--- src/rtl/jag_mem_pkg.sv ---
/* shared widths, load base, sequencer states and port types for the console to DDR bridge
   imported by every RTL module of the bridge and by the testbench */
package jag_mem_pkg;

	// ========================================================================
	// widths and constants
	// ========================================================================
	localparam int ddr_addr_w  = 29;	// DDR word address
	localparam int ddr_data_w  = 64;	// one DDR word
	localparam int ddr_be_w    = 8;	// byte lanes
	localparam int cart_addr_w = 24;	// cartridge byte address
	localparam int load_addr_w = 32;	// loader byte counter

	// ROM image lands here in DDR (byte address)
	localparam logic [load_addr_w-1:0] load_base_addr = 32'h0080_0000;

	// sequencer states, read path low, write path high, done all ones
	typedef enum logic [3:0] {
		idle     = 4'b0000,
		rd_req   = 4'b0001,	// rd held until DDR not busy
		rd_wait  = 4'b0010,	// wait dout_ready
		wr_latch = 4'b1001,	// grab core data and enables
		wr_req   = 4'b1010,	// we held until DDR not busy
		wr_hold1 = 4'b1011,
		wr_hold2 = 4'b1100,
		wr_hold3 = 4'b1101,
		done     = 4'b1111	// ram_rdy, wait for cas_n
	} seq_state_t;

	// one DDR word, seen as bytes (byte 0 at the top) or as 16-bit halves
	typedef union packed {
		logic [0:7][7:0]  b;	// cartridge byte select
		logic [0:3][15:0] h;	// loader replication
	} ddr_word_u;

	// console DRAM strobes, all active low except fdram
	typedef struct packed {
		logic [3:0] oe_n;
		logic [3:0] uw_n;
		logic [3:0] lw_n;
		logic       cas_n;
		logic       fdram;	// high = DRAM cycle, low = cartridge cycle
	} core_dram_t;

	// cartridge strobes
	typedef struct packed {
		logic [cart_addr_w-1:0] addr;
		logic                   ce_n;
		logic [1:0]             oe_n;
	} cart_bus_t;

	// download stream from the host
	typedef struct packed {
		logic        download;
		logic        wr;
		logic [7:0]  index;
		logic [15:0] data;
	} load_in_t;

	// one loader write towards DDR
	typedef struct packed {
		logic                   en;	// loader owns DDR
		logic                   wr;
		logic [load_addr_w-1:0] addr;	// byte address
		logic [ddr_be_w-1:0]    be;
		ddr_word_u              data;
	} load_wr_t;

	// DDR command side
	typedef struct packed {
		logic [ddr_addr_w-1:0] addr;
		logic                  rd;
		logic                  we;
		logic [ddr_data_w-1:0] din;
		logic [ddr_be_w-1:0]   be;
	} ddr_cmd_t;

	// DDR response side
	typedef struct packed {
		logic      busy;
		logic      dout_ready;
		ddr_word_u dout;
	} ddr_rsp_t;

endpackage

--- src/rtl/rom_loader.sv ---
/* ROM loader: turns 16-bit download strobes into DDR word writes from load_base_addr
   and keeps the console in reset while an image is loading */
`timescale 1ns/100ps

module rom_loader import jag_mem_pkg::*; (
	input  logic     SYS_CLK,
	input  logic     reset,
	input  load_in_t load_in,
	output load_wr_t load_wr,
	output logic     core_hold
);

	logic                   dl_q;	// download, one cycle late
	logic                   dl_active;
	logic                   dl_start;
	logic                   dl_end;
	logic                   start_q;	// one cycle reset pulse on start
	logic                   en_q;
	logic                   wr_q;
	logic [load_addr_w-1:0] addr_q;
	logic [ddr_be_w-1:0]    be;
	ddr_word_u              data_q;
	logic [15:0]            swapped;

	assign dl_active = load_in.download && (load_in.index != 8'd0);
	assign dl_start  = !dl_q && dl_active;	// rising edge, image index only
	assign dl_end    = dl_q && !load_in.download;
	assign swapped   = {load_in.data[7:0], load_in.data[15:8]};	// host sends little end first

	// ========================================================================
	// control: edge detect, write strobe, address counter
	// ========================================================================
	always_ff @(posedge SYS_CLK or posedge reset) begin
		if (reset) begin
			dl_q    <= 1'b0;
			start_q <= 1'b0;
			en_q    <= 1'b0;
			wr_q    <= 1'b0;
			addr_q  <= load_base_addr;
		end else begin
			dl_q    <= load_in.download;
			start_q <= dl_start;
			wr_q    <= load_in.wr && dl_active;	// no back-pressure, every strobe taken

			if (wr_q)
				addr_q <= addr_q + 2'd2;	// one 16-bit word per write
			if (dl_start)
				addr_q <= load_base_addr;	// restart wins over step

			if (load_in.wr && dl_active)
				en_q <= 1'b1;
			if (dl_end)
				en_q <= 1'b0;	// release the port once download drops
		end
	end

	// write data travels with the strobe
	always_ff @(posedge SYS_CLK) begin
		if (load_in.wr && dl_active)
			data_q.h <= {4{swapped}};	// same half on every lane pair
	end

	// lane pair from address bits 2..1, lane 7 is the lowest byte address
	assign be = 8'hc0 >> {addr_q[2:1], 1'b0};

	always_comb begin
		load_wr.en   = en_q;
		load_wr.wr   = wr_q;
		load_wr.addr = addr_q;
		load_wr.be   = be;
		load_wr.data = data_q;
	end

	assign core_hold = en_q | start_q;	// console held for the whole load

endmodule

--- src/rtl/dram_sequencer.sv ---
/* memory sequencer: turns console DRAM strobes and cartridge chip enable into
   single DDR read or write requests and flags completion on ram_rdy */
`timescale 1ns/100ps

module dram_sequencer import jag_mem_pkg::*; (
	input  logic                  SYS_CLK,
	input  logic                  reset,
	input  core_dram_t            core_dram,
	input  logic [ddr_data_w-1:0] core_d,
	input  cart_bus_t             cart,
	input  logic                  ddr_busy,
	input  logic                  ddr_dout_ready,
	output logic                  ram_rdy,
	output logic                  seq_rd,
	output logic                  seq_we,
	output logic [ddr_data_w-1:0] wr_word,
	output logic [ddr_be_w-1:0]   wr_be
);

	seq_state_t state;
	logic       ce_n_q;	// cart ce_n, one cycle late
	logic       ce_fall;
	logic       rd_start;
	logic       wr_start;

	assign ce_fall = ce_n_q && !cart.ce_n;

	// DRAM read on any oe, cartridge read on ce_n falling edge
	assign rd_start = (core_dram.fdram && (core_dram.oe_n != 4'hf)) ||
	                  (!core_dram.fdram && ce_fall);
	assign wr_start = core_dram.fdram && ({core_dram.uw_n, core_dram.lw_n} != 8'hff);

	// ========================================================================
	// state machine
	// ========================================================================
	always_ff @(posedge SYS_CLK or posedge reset) begin
		if (reset) begin
			state  <= idle;
			ce_n_q <= 1'b1;
			seq_rd <= 1'b0;
			seq_we <= 1'b0;
		end else begin
			ce_n_q <= cart.ce_n;

			case (state)
				idle: begin
					if (rd_start) begin	// reads win over writes
						state  <= rd_req;
						seq_rd <= 1'b1;
					end else if (wr_start) begin
						state <= wr_latch;
					end
				end

				rd_req: begin
					if (!ddr_busy) begin	// accepted this cycle
						seq_rd <= 1'b0;
						state  <= rd_wait;
					end
				end

				rd_wait:
					if (ddr_dout_ready)
						state <= done;	// dout valid now, mux passes it through

				wr_latch: begin
					seq_we <= 1'b1;	// word and enables latched below
					state  <= wr_req;
				end

				wr_req: begin
					if (!ddr_busy) begin
						seq_we <= 1'b0;
						state  <= wr_hold1;
					end
				end

				// settle time before the console sees ready
				wr_hold1: state <= wr_hold2;
				wr_hold2: state <= wr_hold3;
				wr_hold3: state <= done;

				done:
					if (core_dram.cas_n)
						state <= idle;	// console closed the cycle

				default: state <= idle;
			endcase
		end
	end

	// write payload, interleaved upper/lower enables per 16-bit lane pair
	always_ff @(posedge SYS_CLK) begin
		if (state == wr_latch) begin
			wr_word <= core_d;
			wr_be   <= ~{core_dram.uw_n[3], core_dram.lw_n[3],
			             core_dram.uw_n[2], core_dram.lw_n[2],
			             core_dram.uw_n[1], core_dram.lw_n[1],
			             core_dram.uw_n[0], core_dram.lw_n[0]};
		end
	end

	assign ram_rdy = (state == done);

endmodule

--- src/rtl/ddr_port_mux.sv ---
/* DDR port mux: hands the DDR port to the loader during a load and to the console otherwise,
   and decodes returned words for cartridge and DRAM reads */
`timescale 1ns/100ps

module ddr_port_mux import jag_mem_pkg::*; (
	input  load_wr_t              load_wr,
	input  cart_bus_t             cart,
	input  core_dram_t            core_dram,
	input  logic                  seq_rd,
	input  logic                  seq_we,
	input  logic [ddr_data_w-1:0] wr_word,
	input  logic [ddr_be_w-1:0]   wr_be,
	input  ddr_word_u             ddr_dout,
	output ddr_cmd_t              ddr_cmd,
	output logic [31:0]           cart_q,
	output logic [1:0]            cart_oe,
	output logic [63:0]           dram_q,
	output logic [3:0]            dram_oe
);

	// ========================================================================
	// command side
	// ========================================================================
	always_comb begin
		if (load_wr.en) begin
			// loader owns the port, write only
			ddr_cmd.addr = ddr_addr_w'(load_wr.addr[23:3]);	// byte to word address
			ddr_cmd.rd   = 1'b0;
			ddr_cmd.we   = load_wr.wr;
			ddr_cmd.din  = load_wr.data;
			ddr_cmd.be   = load_wr.be;
		end else begin
			// console side, DRAM also addressed through cart addr
			ddr_cmd.addr = ddr_addr_w'(cart.addr[23:3]);
			ddr_cmd.rd   = seq_rd;
			ddr_cmd.we   = seq_we;
			ddr_cmd.din  = wr_word;
			ddr_cmd.be   = !cart.ce_n ? {ddr_be_w{1'b1}} : wr_be;	// cart reads take full word
		end
	end

	// ========================================================================
	// return side
	// ========================================================================
	// 8-bit cartridge, one byte copied to all four lanes
	assign cart_q  = {4{ddr_dout.b[cart.addr[2:0]]}};
	assign cart_oe = ~cart.oe_n & {2{~cart.ce_n}};

	assign dram_q  = ddr_dout;	// straight bit for bit
	assign dram_oe = !core_dram.cas_n ? ~core_dram.oe_n : 4'b0000;	// only inside a cas cycle

endmodule

--- src/rtl/jag_ddr_bridge.sv ---
/* top of the console to DDR bridge: ROM loader, memory sequencer and port mux
   sit between the console core, the download stream and one 64-bit DDR port */
`timescale 1ns/100ps

module jag_ddr_bridge import jag_mem_pkg::*; (
	input  logic                  SYS_CLK,
	input  logic                  reset,
	input  load_in_t              load_in,
	input  core_dram_t            core_dram,
	input  logic [ddr_data_w-1:0] core_d,
	input  cart_bus_t             cart,
	input  ddr_rsp_t              ddr_rsp,
	output ddr_cmd_t              ddr_cmd,
	output logic                  core_hold,
	output logic                  ram_rdy,
	output logic [31:0]           cart_q,
	output logic [1:0]            cart_oe,
	output logic [63:0]           dram_q,
	output logic [3:0]            dram_oe
);

	load_wr_t              load_wr;	// loader write and ownership
	logic                  seq_rd;
	logic                  seq_we;
	logic [ddr_data_w-1:0] wr_word;	// latched console write
	logic [ddr_be_w-1:0]   wr_be;

	rom_loader u_loader (
		.SYS_CLK   (SYS_CLK),
		.reset     (reset),
		.load_in   (load_in),
		.load_wr   (load_wr),
		.core_hold (core_hold)
	);

	dram_sequencer u_seq (
		.SYS_CLK        (SYS_CLK),
		.reset          (reset),
		.core_dram      (core_dram),
		.core_d         (core_d),
		.cart           (cart),
		.ddr_busy       (ddr_rsp.busy),
		.ddr_dout_ready (ddr_rsp.dout_ready),
		.ram_rdy        (ram_rdy),
		.seq_rd         (seq_rd),
		.seq_we         (seq_we),
		.wr_word        (wr_word),
		.wr_be          (wr_be)
	);

	ddr_port_mux u_mux (
		.load_wr   (load_wr),
		.cart      (cart),
		.core_dram (core_dram),
		.seq_rd    (seq_rd),
		.seq_we    (seq_we),
		.wr_word   (wr_word),
		.wr_be     (wr_be),
		.ddr_dout  (ddr_rsp.dout),
		.ddr_cmd   (ddr_cmd),
		.cart_q    (cart_q),
		.cart_oe   (cart_oe),
		.dram_q    (dram_q),
		.dram_oe   (dram_oe)
	);

endmodule

--- config.mk ---
export PLATFORM = sky130hd
export DESIGN_NAME = jag_ddr_bridge
export DESIGN_NICKNAME = d
export VERILOG_FILES = /design/src/rtl/jag_mem_pkg.sv /design/src/rtl/rom_loader.sv /design/src/rtl/dram_sequencer.sv /design/src/rtl/ddr_port_mux.sv /design/src/rtl/jag_ddr_bridge.sv
export SDC_FILE = /design/constraint.sdc
export NUM_CORES = 1
export LEC_CHECK = 0
export ABC_AREA = 1
export BUFFER_PORTS_ARGS = -buffer_cell sky130_fd_sc_hd__buf_4
export CORE_AREA = 2 2 158 160
export DETAILED_ROUTE_END_ITERATION = 7
export DIE_AREA = 0 0 160 162
export HOLD_SLACK_MARGIN = 0.02
export PLACE_DENSITY = 0.55
export SETUP_SLACK_MARGIN = 0.02
export SLEW_MARGIN = 15
export SYNTH_ARGS = -nofsm -noshare
export SYNTH_HDL_FRONTEND = slang
export SYNTH_SLANG_ARGS = --single-unit
--- constraint.sdc ---
create_clock -name SYS_CLK -period 8.6 [get_ports SYS_CLK]
set_clock_uncertainty 0.2 [all_clocks]
set_input_delay 0.86 -clock SYS_CLK [delete_from_list [all_inputs] [get_ports SYS_CLK]]
set_output_delay 0.86 -clock SYS_CLK [all_outputs]
set_load 0.05 [all_outputs]
Yosys cells after proc, flatten, opt, wreduce, memory -nomap -nowiden. Index checks and enable logic that the tools add are counted. Widths: inputs -> output; s select.

Flip-flop bits (word level): 179. Bits of input ports: 199. Output and inout bits: 207. Logic and storage cells: 81.

$add $sub $neg: 1. $lt $le $gt $ge: 1. Equal/unequal tests: 16. Shift-type cells: 1. Muxes and demuxes: 21. Bitwise logic cells: 7. Reduce and logical (&&, ||, !) cells: 22.

Operators by type and width (count): $mux 95 (1); $mux 32 (2); $pmux 4 s9 (1); $add 32x2->32 const B (1); $mux 4 (7); $bmux 8 s3 (1); $eq 4x4->1 const B (6); $mux 8 (3); $logic_and 1x1->1 (8); $ne 2x2->1 const B (4); $ne 8x8->1 const B (1); $not 8->8 (1); $reduce_bool 2->1 (4); $reduce_bool 8->1 (1); $shr 8x3->8 const A (1); $reduce_and 5->1 (1); $eq 4x1->1 const B (1); $eq 4x2->1 const B (1); $ge 4x4->1 const B (1); $logic_not 1->1 (4); $logic_not 4->1 (1); $mux 1 (4); $ne 4x4->1 const B (1); $not 3->4 (1); 11 further kinds (12).

Depth between registers and ports, before layout. Gate-level depths: netlist of run 1.

Depth in word-level cells: 6. Depth in mapped cells: 9. Depth with buffers taken out: 9.

Modules after synthesis. From an unflattened synthesis of run 1, not the netlist that was laid out.

Cell total of the unflattened synthesis: 967. Area, all modules: 8474.4 um^2.

By module, submodules not included: rom_loader (instances 1, cells an instance 363, area an instance 2965.3 um^2, sequential area each 1357.6 um^2); ddr_port_mux (instances 1, cells an instance 441, area an instance 2777.7 um^2, sequential area each 0.0 um^2); dram_sequencer (instances 1, cells an instance 163, area an instance 2731.4 um^2, sequential area each 2338.5 um^2).

Least setup slack after synthesis of run 1. OpenSTA, ideal clock, no wires.

Kind: reg2reg. Start point: reg u_seq.state[2]. End point: reg u_seq.wr_be[0] (enable). Library setup time: 0.595 ns. Arrival: 5.540 ns. Data required time: 7.805 ns. Slack: 2.265 ns. Stages on the path, launching flop included: 4. Path buffers: 0. Period minus slack after synthesis: 6.335 ns. Cell sequence: dfrtp_1 inv_1 nand2_1 nor3_1.

Longest elaborated chain between the ends: 1.

RTL lines: from (decl) (line dram_sequencer.sv:20) `seq_state_t state;`; from (signal assigned) (line dram_sequencer.sv:38) `state <= idle;`; from (signal assigned) (line dram_sequencer.sv:48) `state <= rd_req;`; from (signal assigned) (line dram_sequencer.sv:51) `state <= wr_latch;`; $eq 4x4->1 (line dram_sequencer.sv:94) `if (state == wr_latch) begin`; to (signal assigned) (line dram_sequencer.sv:96) `wr_be <= ~{core_dram.uw_n[3], core_dram.lw_n[3],`; to (decl) (line dram_sequencer.sv:17) `output logic [ddr_be_w-1:0] wr_be`.

No other way between the ends. A chain may end at the register's enable or synchronous reset.

Worst setup path after layout of run 1.
Start point: in cart[3] (netlist name). End point: out cart_q[10].

Longest elaborated chain between the ends: 4.

RTL lines: from (decl) (line jag_ddr_bridge.sv:11) `input cart_bus_t cart,`; $not 3->4 (implied by the code) (line ddr_port_mux.sv:46) `assign cart_q = {4{ddr_dout.b[cart.addr[2:0]]}};`; $bmux 8 s3 (line ddr_port_mux.sv:46); $mux 8 (implied by the code) (2 in a row) (line ddr_port_mux.sv:46); to (decl) (line jag_ddr_bridge.sv:16) `output logic [31:0] cart_q,`.

No other way between the ends. The select of a mux whose other input is x is not followed.

==> summary.md, run 1 <==
| Metric | Value |
|---|---|
| Synth area leaders | `edfxtp_1 (38%), nand2_1 (14%), dfrtp_1 (11%), buf_4 (10%), o21ai_0 (5.9%)` |
| Die width | `approximately 160 µm` |
| Post-CTS Setup Inserts | `0` |
| First-pass GRT wire length | `38600 µm` |
| DRC | `0` |
| Peak VDD IR | `roughly 140 µV` |
| Yosys cell types | `39` |
| Ports | `406` |
| Critical Path AT | `roughly 2800 ps` |
| Nets | `about 1400` |
| Clock Latency Late Sink | `approximately 430 ps` |
| H-tree Lvls | `4` |
| Worst-path clk slew | `~60 ps` |
| Drt first pass iters | `5` |
| Post-synth EDFFs | `around 90` |
| Hold Violations, Final | `0` |
| Max frequency | `0.256 GHz` |
| Core region area | `between 20000 and 25000 µm²` |
| CTS tree | `built` |
| Initial Utilization | `0.290` |
| Post-synthesis sequential area ratio | `0.500` |
| Final ANT Viol Nets | `0` |
| Total GRT Usage | `0.198` |
| Least-Margin Pin Slew | `about 970 ps` |
| Leak | `approximately 5 nW` |
| Largest net degree at the start of global routing | `between 70 and 80` |
| Vias in the first global route | `~6600` |
| Clk buf depth | `2` |
| Power density cells | `232 nW/µm²` |
| Post-Synthesis Cells | `between 800 and 900` |
| Unrepaired setup endpoints after global routing | `false` |
| Max cap viols | `0` |
| Sum Neg Setup Slack | `0 ps` |
| Placed instance area | `approximately 9600 µm²` |
| CP endpoint kind | `output pin` |
| # hold bufs at CTS | `0` |
| Mean Syn Cell Area | `8.28 µm²` |
| Hold Path Class | `register to register` |
| Final Cell Area | `10200 µm²` |
| Post-synthesis cell area | `between 6000 and 7000 µm²` |
| Flops & latches, synth | `122` |
| Slew HR | `0.352` |
| Seq. cell area | `around 3500 µm²` |
| Post-CTS Resized | `0` |
| Filler instances | `2439` |
| Total CTS buffers | `17` |
| Post-synth top flop | `edfxtp_1` |
| Port Buffers | `397` |
| Setup Viol. Count Final | `0` |
| Cell accounting for the most synthesized area | `edfxtp_1` |
| Worst Path Max Fanout | `33` |
| Startpoint types | `input pin` |
| Status | `finished clean` |
| Tmin final | `about 3900 ps` |
| Die height | `162 µm` |
| CTS root buf | `clkbuf_16` |
| Via/cell ratio | `4.46` |
| Share of cells above drive strength 1 | `0.394` |
| Synth top area share | `0.378` |
| Avg WL per Cell | `between 15 and 20 µm` |
| Final period util | `0.454` |
| Initial antenna violation count | `1` |
| Via count | `6622` |
| Synth warn | `0` |
| Rows | `between 50 and 60` |
| GPL Wtd Cong | `just over 0.9` |
| Slew Limit Fails | `0` |
| DRT Wirelength | `approximately 26000 µm` |
| Required @ worst endpoint | `about 7500 ps` |
| Congestion Overflow GR | `0` |
| Fin util | `0.423` |
| Worst hold margin | `287 ps` |
| 1st-iter DRT viols | `roughly 420` |
| Area growth syn-to-layout | `45.7%` |
| Hpwl dp | `20800 µm` |
| WS Path Type | `input pin to output pin` |
| Sink Count | `around 120` |
| Die area | `about 26000 µm²` |
| Footprint of the multi-input gates | `2450 µm²` |
| Post-synth ARST share | `0.279` |
cell type report:
cell class                      instances  area share
Antenna cell                            1    0.000245
Clock buffer                           17      0.0417
Clock inverter                         15      0.0177
Inverter                               60      0.0222
Multi-Input combinational cell        545       0.240
Sequential cell                       122       0.343
Tap cell                              324      0.0398
Timing Repair Buffer                  401       0.295
stage by stage:
| stage | instances | worst slack (ps) | power [mW] |
|---|---|---|---|
| floorplan | 852 | 2260 | 1.38 |
| global placement | 1452 | 4690 | 1.65 |
| detailed placement | 1452 | 4640 | 1.65 |
| CTS | 1484 | 4630 | 2.39 |
| global route | 1485 | 4470 | 2.47 |
| finish | 1485 | 4700 | 2.36 |
synth_stat cells (all sizes together) (9+ instances only):
| cell type | n |
|---|---|
| nand3 | 27 |
| buf | 111 |
| dfrtp | 32 |
| o21ai | 82 |
| nor3 | 9 |
| nor2 | 109 |
| edfxtp | 88 |
| nand4 | 13 |
| inv | 60 |
| nand2 | 258 |
| clkbuf | 14 |
path summary, 6_finish.rpt:
path | startpoint | to | slack (ps) | depth (start not counted)
worst min register to register | u_loader.addr_q[23]$_DFFE_PP1P_ | u_loader.addr_q[23]$_DFFE_PP1P_ | 290 | 2
min in group asynchronous | reset | u_seq.seq_rd$_DFFE_PP0P_ | 330 | 3
max in group asynchronous | reset | u_loader.addr_q[23]$_DFFE_PP1P_ | 7490 | 3
worst max register to register | u_seq.state[2]$_DFFE_PP0P_ | u_seq.state[3]$_DFFE_PP0P_ | 6000 | 8
worst min-delay path | u_loader.addr_q[23]$_DFFE_PP1P_ | u_loader.addr_q[23]$_DFFE_PP1P_ | 290 | 2
worst max-delay path | cart[3] | cart_q[10] | 4700 | 7
critical path, cell delays in order:
cell and delay, ps:
buf_4 210, inv_1 600, o21ai_0 170, o22ai_1 140
nor2_1 50, a31oi_1 480, buf_4 310
report_power, final:
group | switching, mW | internal [mW] | total (mW) | leakage [nW]
registers | 0.0295 | 0.722 | 0.752 | 1.25
logic | 0.624 | 0.250 | 0.875 | 3.37
clock network | 0.297 | 0.438 | 0.735 | 0.295
total | 0.951 | 1.41 | 2.36 | 4.91
per-layer routing:
layer  wire length, µm  vias to the layer above  global-route usage
met2             13600                      314               0.360
met1              9550                     3022               0.212
met5                 0                        -                   0
met4               766                        0              0.0868
met3              2150                       34              0.0613
li1                  -                     3252                   -
cell families (layout without fill, tap and decap cells):
logic type | after synthesis | in the layout | share of synthesized area
AND/OR/NAND/NOR | 422 | 422 | 0.253
buffers and inverters | 185 | 493 | 0.155
flip-flops | 122 | 122 | 0.500
AO/OA/AOI/OAI | 110 | 110 | 0.0833
adder cells (fa/ha/maj) | 4 | 4 | 0.00715
other | 1 | 9 | 0.000536
XOR/XNOR | 1 | 1 | 0.00125
flip-flops by register name (all words and copies together) (netlist names):
| signal | flops |
|---|---|
| u_loader.en_q | 1 |
| u_seq.seq_we | 1 |
| u_loader.wr_q | 1 |
| u_seq.state | 4 |
| u_seq.wr_be | 8 |
| u_loader.dl_q | 1 |
| u_seq.ce_n_q | 1 |
| u_seq.seq_rd | 1 |
| u_loader.addr_q | 23 |
| u_loader.data_q | 16 |
| u_loader.start_q | 1 |
| u_seq.wr_word | 64 |
placed cells by master, fill, tap and decap left out, drive strengths merged, types with 2 or more instances in the layout:
master    n
ha        4
nand3    27
nor2    109
a21oi     7
o22ai     8
dfstp     2
nand3b    3
a31oi     8
nor3b     2
buf     401
nand4    13
clkbuf   17
nor3      9
dfrtp    32
edfxtp   88
clkinv    6
inv      66
nand2   258
o21ai    82
bufinv    2
conb      8
(Power assumes the default switching activity.)
==> run 2, diff against run 1 <==
==> constraint.sdc (replaced) <==
create_clock -name SYS_CLK -period 3.6 [get_ports SYS_CLK]
set_clock_uncertainty 0.2 [all_clocks]
set_input_delay 0.36 -clock SYS_CLK [delete_from_list [all_inputs] [get_ports SYS_CLK]]
set_output_delay 0.36 -clock SYS_CLK [all_outputs]
set_load 0.05 [all_outputs]
==> run 2 against run 1 <==
Compared with the run above:
- sequential power is 140% higher
- worst setup slack worse by 4000 ps
- global-route usage is 1.3 points higher
- critical path depth stayed put
- cell count is 6.3% higher
- clock power is 130% higher
- flip-flop and latch count stayed put
- largest cell class is now non-clock buffers
- highest routed layer unchanged
==> summary.md, run 2 (synthesized netlist as in run 1, its figures left out) <==
| Metric | Value |
|---|---|
| CP endpoint kind | `output pin` |
| Final ANT Viol Nets | `0` |
| Core region area | `24100 µm²` |
| Power density cells | `around 510 nW/µm²` |
| Critical Path AT | `2340 ps` |
| Worst Path Max Fanout | `33` |
| Rows | `57` |
| Peak VDD IR | `319 µV` |
| Placed insts | `around 1500` |
| Hold Path Class | `input pin to register` |
| Worst path max stage delay | `just over 600 ps` |
| Congestion Overflow GR | `0` |
| WS Path Type | `input pin to output pin` |
| Clk buf depth | `2` |
| Initial Utilization | `0.290` |
| Hold_sp | `load_in[24]` |
| Share of cells above drive strength 1 | `0.366` |
| CTS tree | `built` |
| Most frequent cells in the layout | `buf_4 (400), nand2_1 (253), nor2_1 (102), dlygate4sd3_1 (92), edfxtp_1 (88)` |
| R2R Path Start | `u_seq.state[2]$_DFFE_PP0P_` |
| Slew HR | `0.341` |
| Critical-path cell list | `buf_4, inv_1, o21ai_0, o22ai_1, nor2_1, a31oi_1, buf_4` |
| Leak | `5.29 nW` |
| Clock Latency Late Sink | `roughly 420 ps` |
| Total CTS buffers | `17` |
| Via count | `slightly above 7000` |
| Startpoint types | `input pin` |
| Die area | `between 20000 and 30000 µm²` |
| Nets | `~1400` |
| Tmin final | `between 2000 and 3000 ps` |
| Via/cell ratio | `between 4 and 5` |
| Crit-path slowest cell | `inv_1` |
| Most flops, register | `u_seq.wr_word` |
| Area growth syn-to-layout | `59.1%` |
| Least-Margin Pin Slew | `between 900 and 1000 ps` |
| Sum Neg Setup Slack | `0 ps` |
| Total GRT Usage | `0.211` |
| Unrepaired setup endpoints after global routing | `false` |
| Ports | `~410` |
| Initial antenna violation count | `2` |
| Top Registers | `u_seq.wr_word (64), u_loader.addr_q (23), u_loader.data_q (16)` |
| DRC | `0` |
| Port Buffers | `~400` |
| DRT Wirelength | `27900 µm` |
| H-tree Lvls | `4` |
| 1st-iter DRT viols | `470` |
| Setup Viol. Count Final | `0` |
| Avg WL per Cell | `17.6 µm` |
| Max frequency | `~0.35 GHz` |
| Hold Violations, Final | `0` |
| Hpwl dp | `~21000 µm` |
| Required @ worst endpoint | `about 3000 ps` |
| Die width | `~160 µm` |
| CTS root buf | `clkbuf_16` |
| Sink Count | `~120` |
| Final period util | `0.805` |
| Commonest non-fill, non-tap cell in the layout | `buf_4` |
| First-pass GRT wire length | `41200 µm` |
| Largest net degree at the start of global routing | `74` |
| Vias in the first global route | `around 7300` |
| GPL Wtd Cong | `a little over 0.9` |
| Slew Limit Fails | `0` |
| Die height | `about 160 µm` |
| Max reg flops | `64` |
| Most common cell on crit path | `buf_4` |
| Status | `finished clean` |
| Max cap viols | `0` |
| Pwr Total | `about 5.7 mW` |
| Worst-path clk slew | `~60 ps` |
| Drt first pass iters | `6` |
| Final std cells w/o fill | `about 1600` |
| CP Launch Point | `cart[3]` |
| Worst hold margin | `45.2 ps` |
[run 2: timing repair]
action                    4_1_cts  5_1_grt
hold buffers                   92        0
resized for setup               0        0
hold endpoints to repair      125        0
buffers inserted                0        0
[run 2: cell type report]
type	count	area (µm²)
Sequential cell	122	3500
Inverter	60	226
Clock inverter	15	155
Tap cell	324	405
Clock buffer	17	425
Timing Repair Buffer	494	3960
Multi-Input combinational cell	545	2450
Antenna cell	2	5.00
Fill cell	2334	13000
[run 2: worst paths after layout]
path	end	slack (ps)	cells past startpoint
min in group asynchronous	u_seq.seq_rd$_DFFE_PP0P_	400	4
max	cart_q[18]	700	7
min	u_loader.en_q$_DFFE_PP0P_	50	3
max in group asynchronous	u_loader.addr_q[23]$_DFFE_PP1P_	2450	4
max reg2reg	u_seq.wr_word[21]$_DFFE_PP_	1530	4
min reg2reg	u_seq.state[0]$_DFFE_PP0P_	280	2
[run 2: stage by stage]
step / utilization / area (µm²) / worst slack, ps
after detailed placement: 0.399 / 9620 / 749
after global routing: 0.462 / 11100 / 536
final: 0.462 / 11100 / 702
after CTS: 0.462 / 11100 / 751
after global placement: 0.399 / 9620 / 813
after floorplan: - / 7040 / 624
[run 2: critical path, delay by kind of cell]
| kind | cells | cell delay [ps] |
|---|---|---|
| AND/OR/NAND/NOR | 1 | 60 |
| buffers and inverters | 3 | 1120 |
| AO/OA/AOI/OAI | 3 | 780 |
[run 2: where the power goes]
| part | switching (mW) | total, mW | internal, mW | leakage, nW |
|---|---|---|---|---|
| clock | 0.718 | 1.69 | 0.975 | 0.273 |
| combinational | 1.53 | 2.21 | 0.676 | 3.77 |
| sequential | 0.0726 | 1.80 | 1.72 | 1.25 |
[run 2: layer usage]
| metal | routed length, µm | track usage | up-vias |
|---|---|---|---|
| met5 | 0 | 0 | - |
| met4 | 1260 | 0.118 | 0 |
| met3 | 2240 | 0.0679 | 60 |
| met2 | 14100 | 0.372 | 325 |
| met1 | 10300 | 0.224 | 3235 |
| li1 | - | - | 3454 |
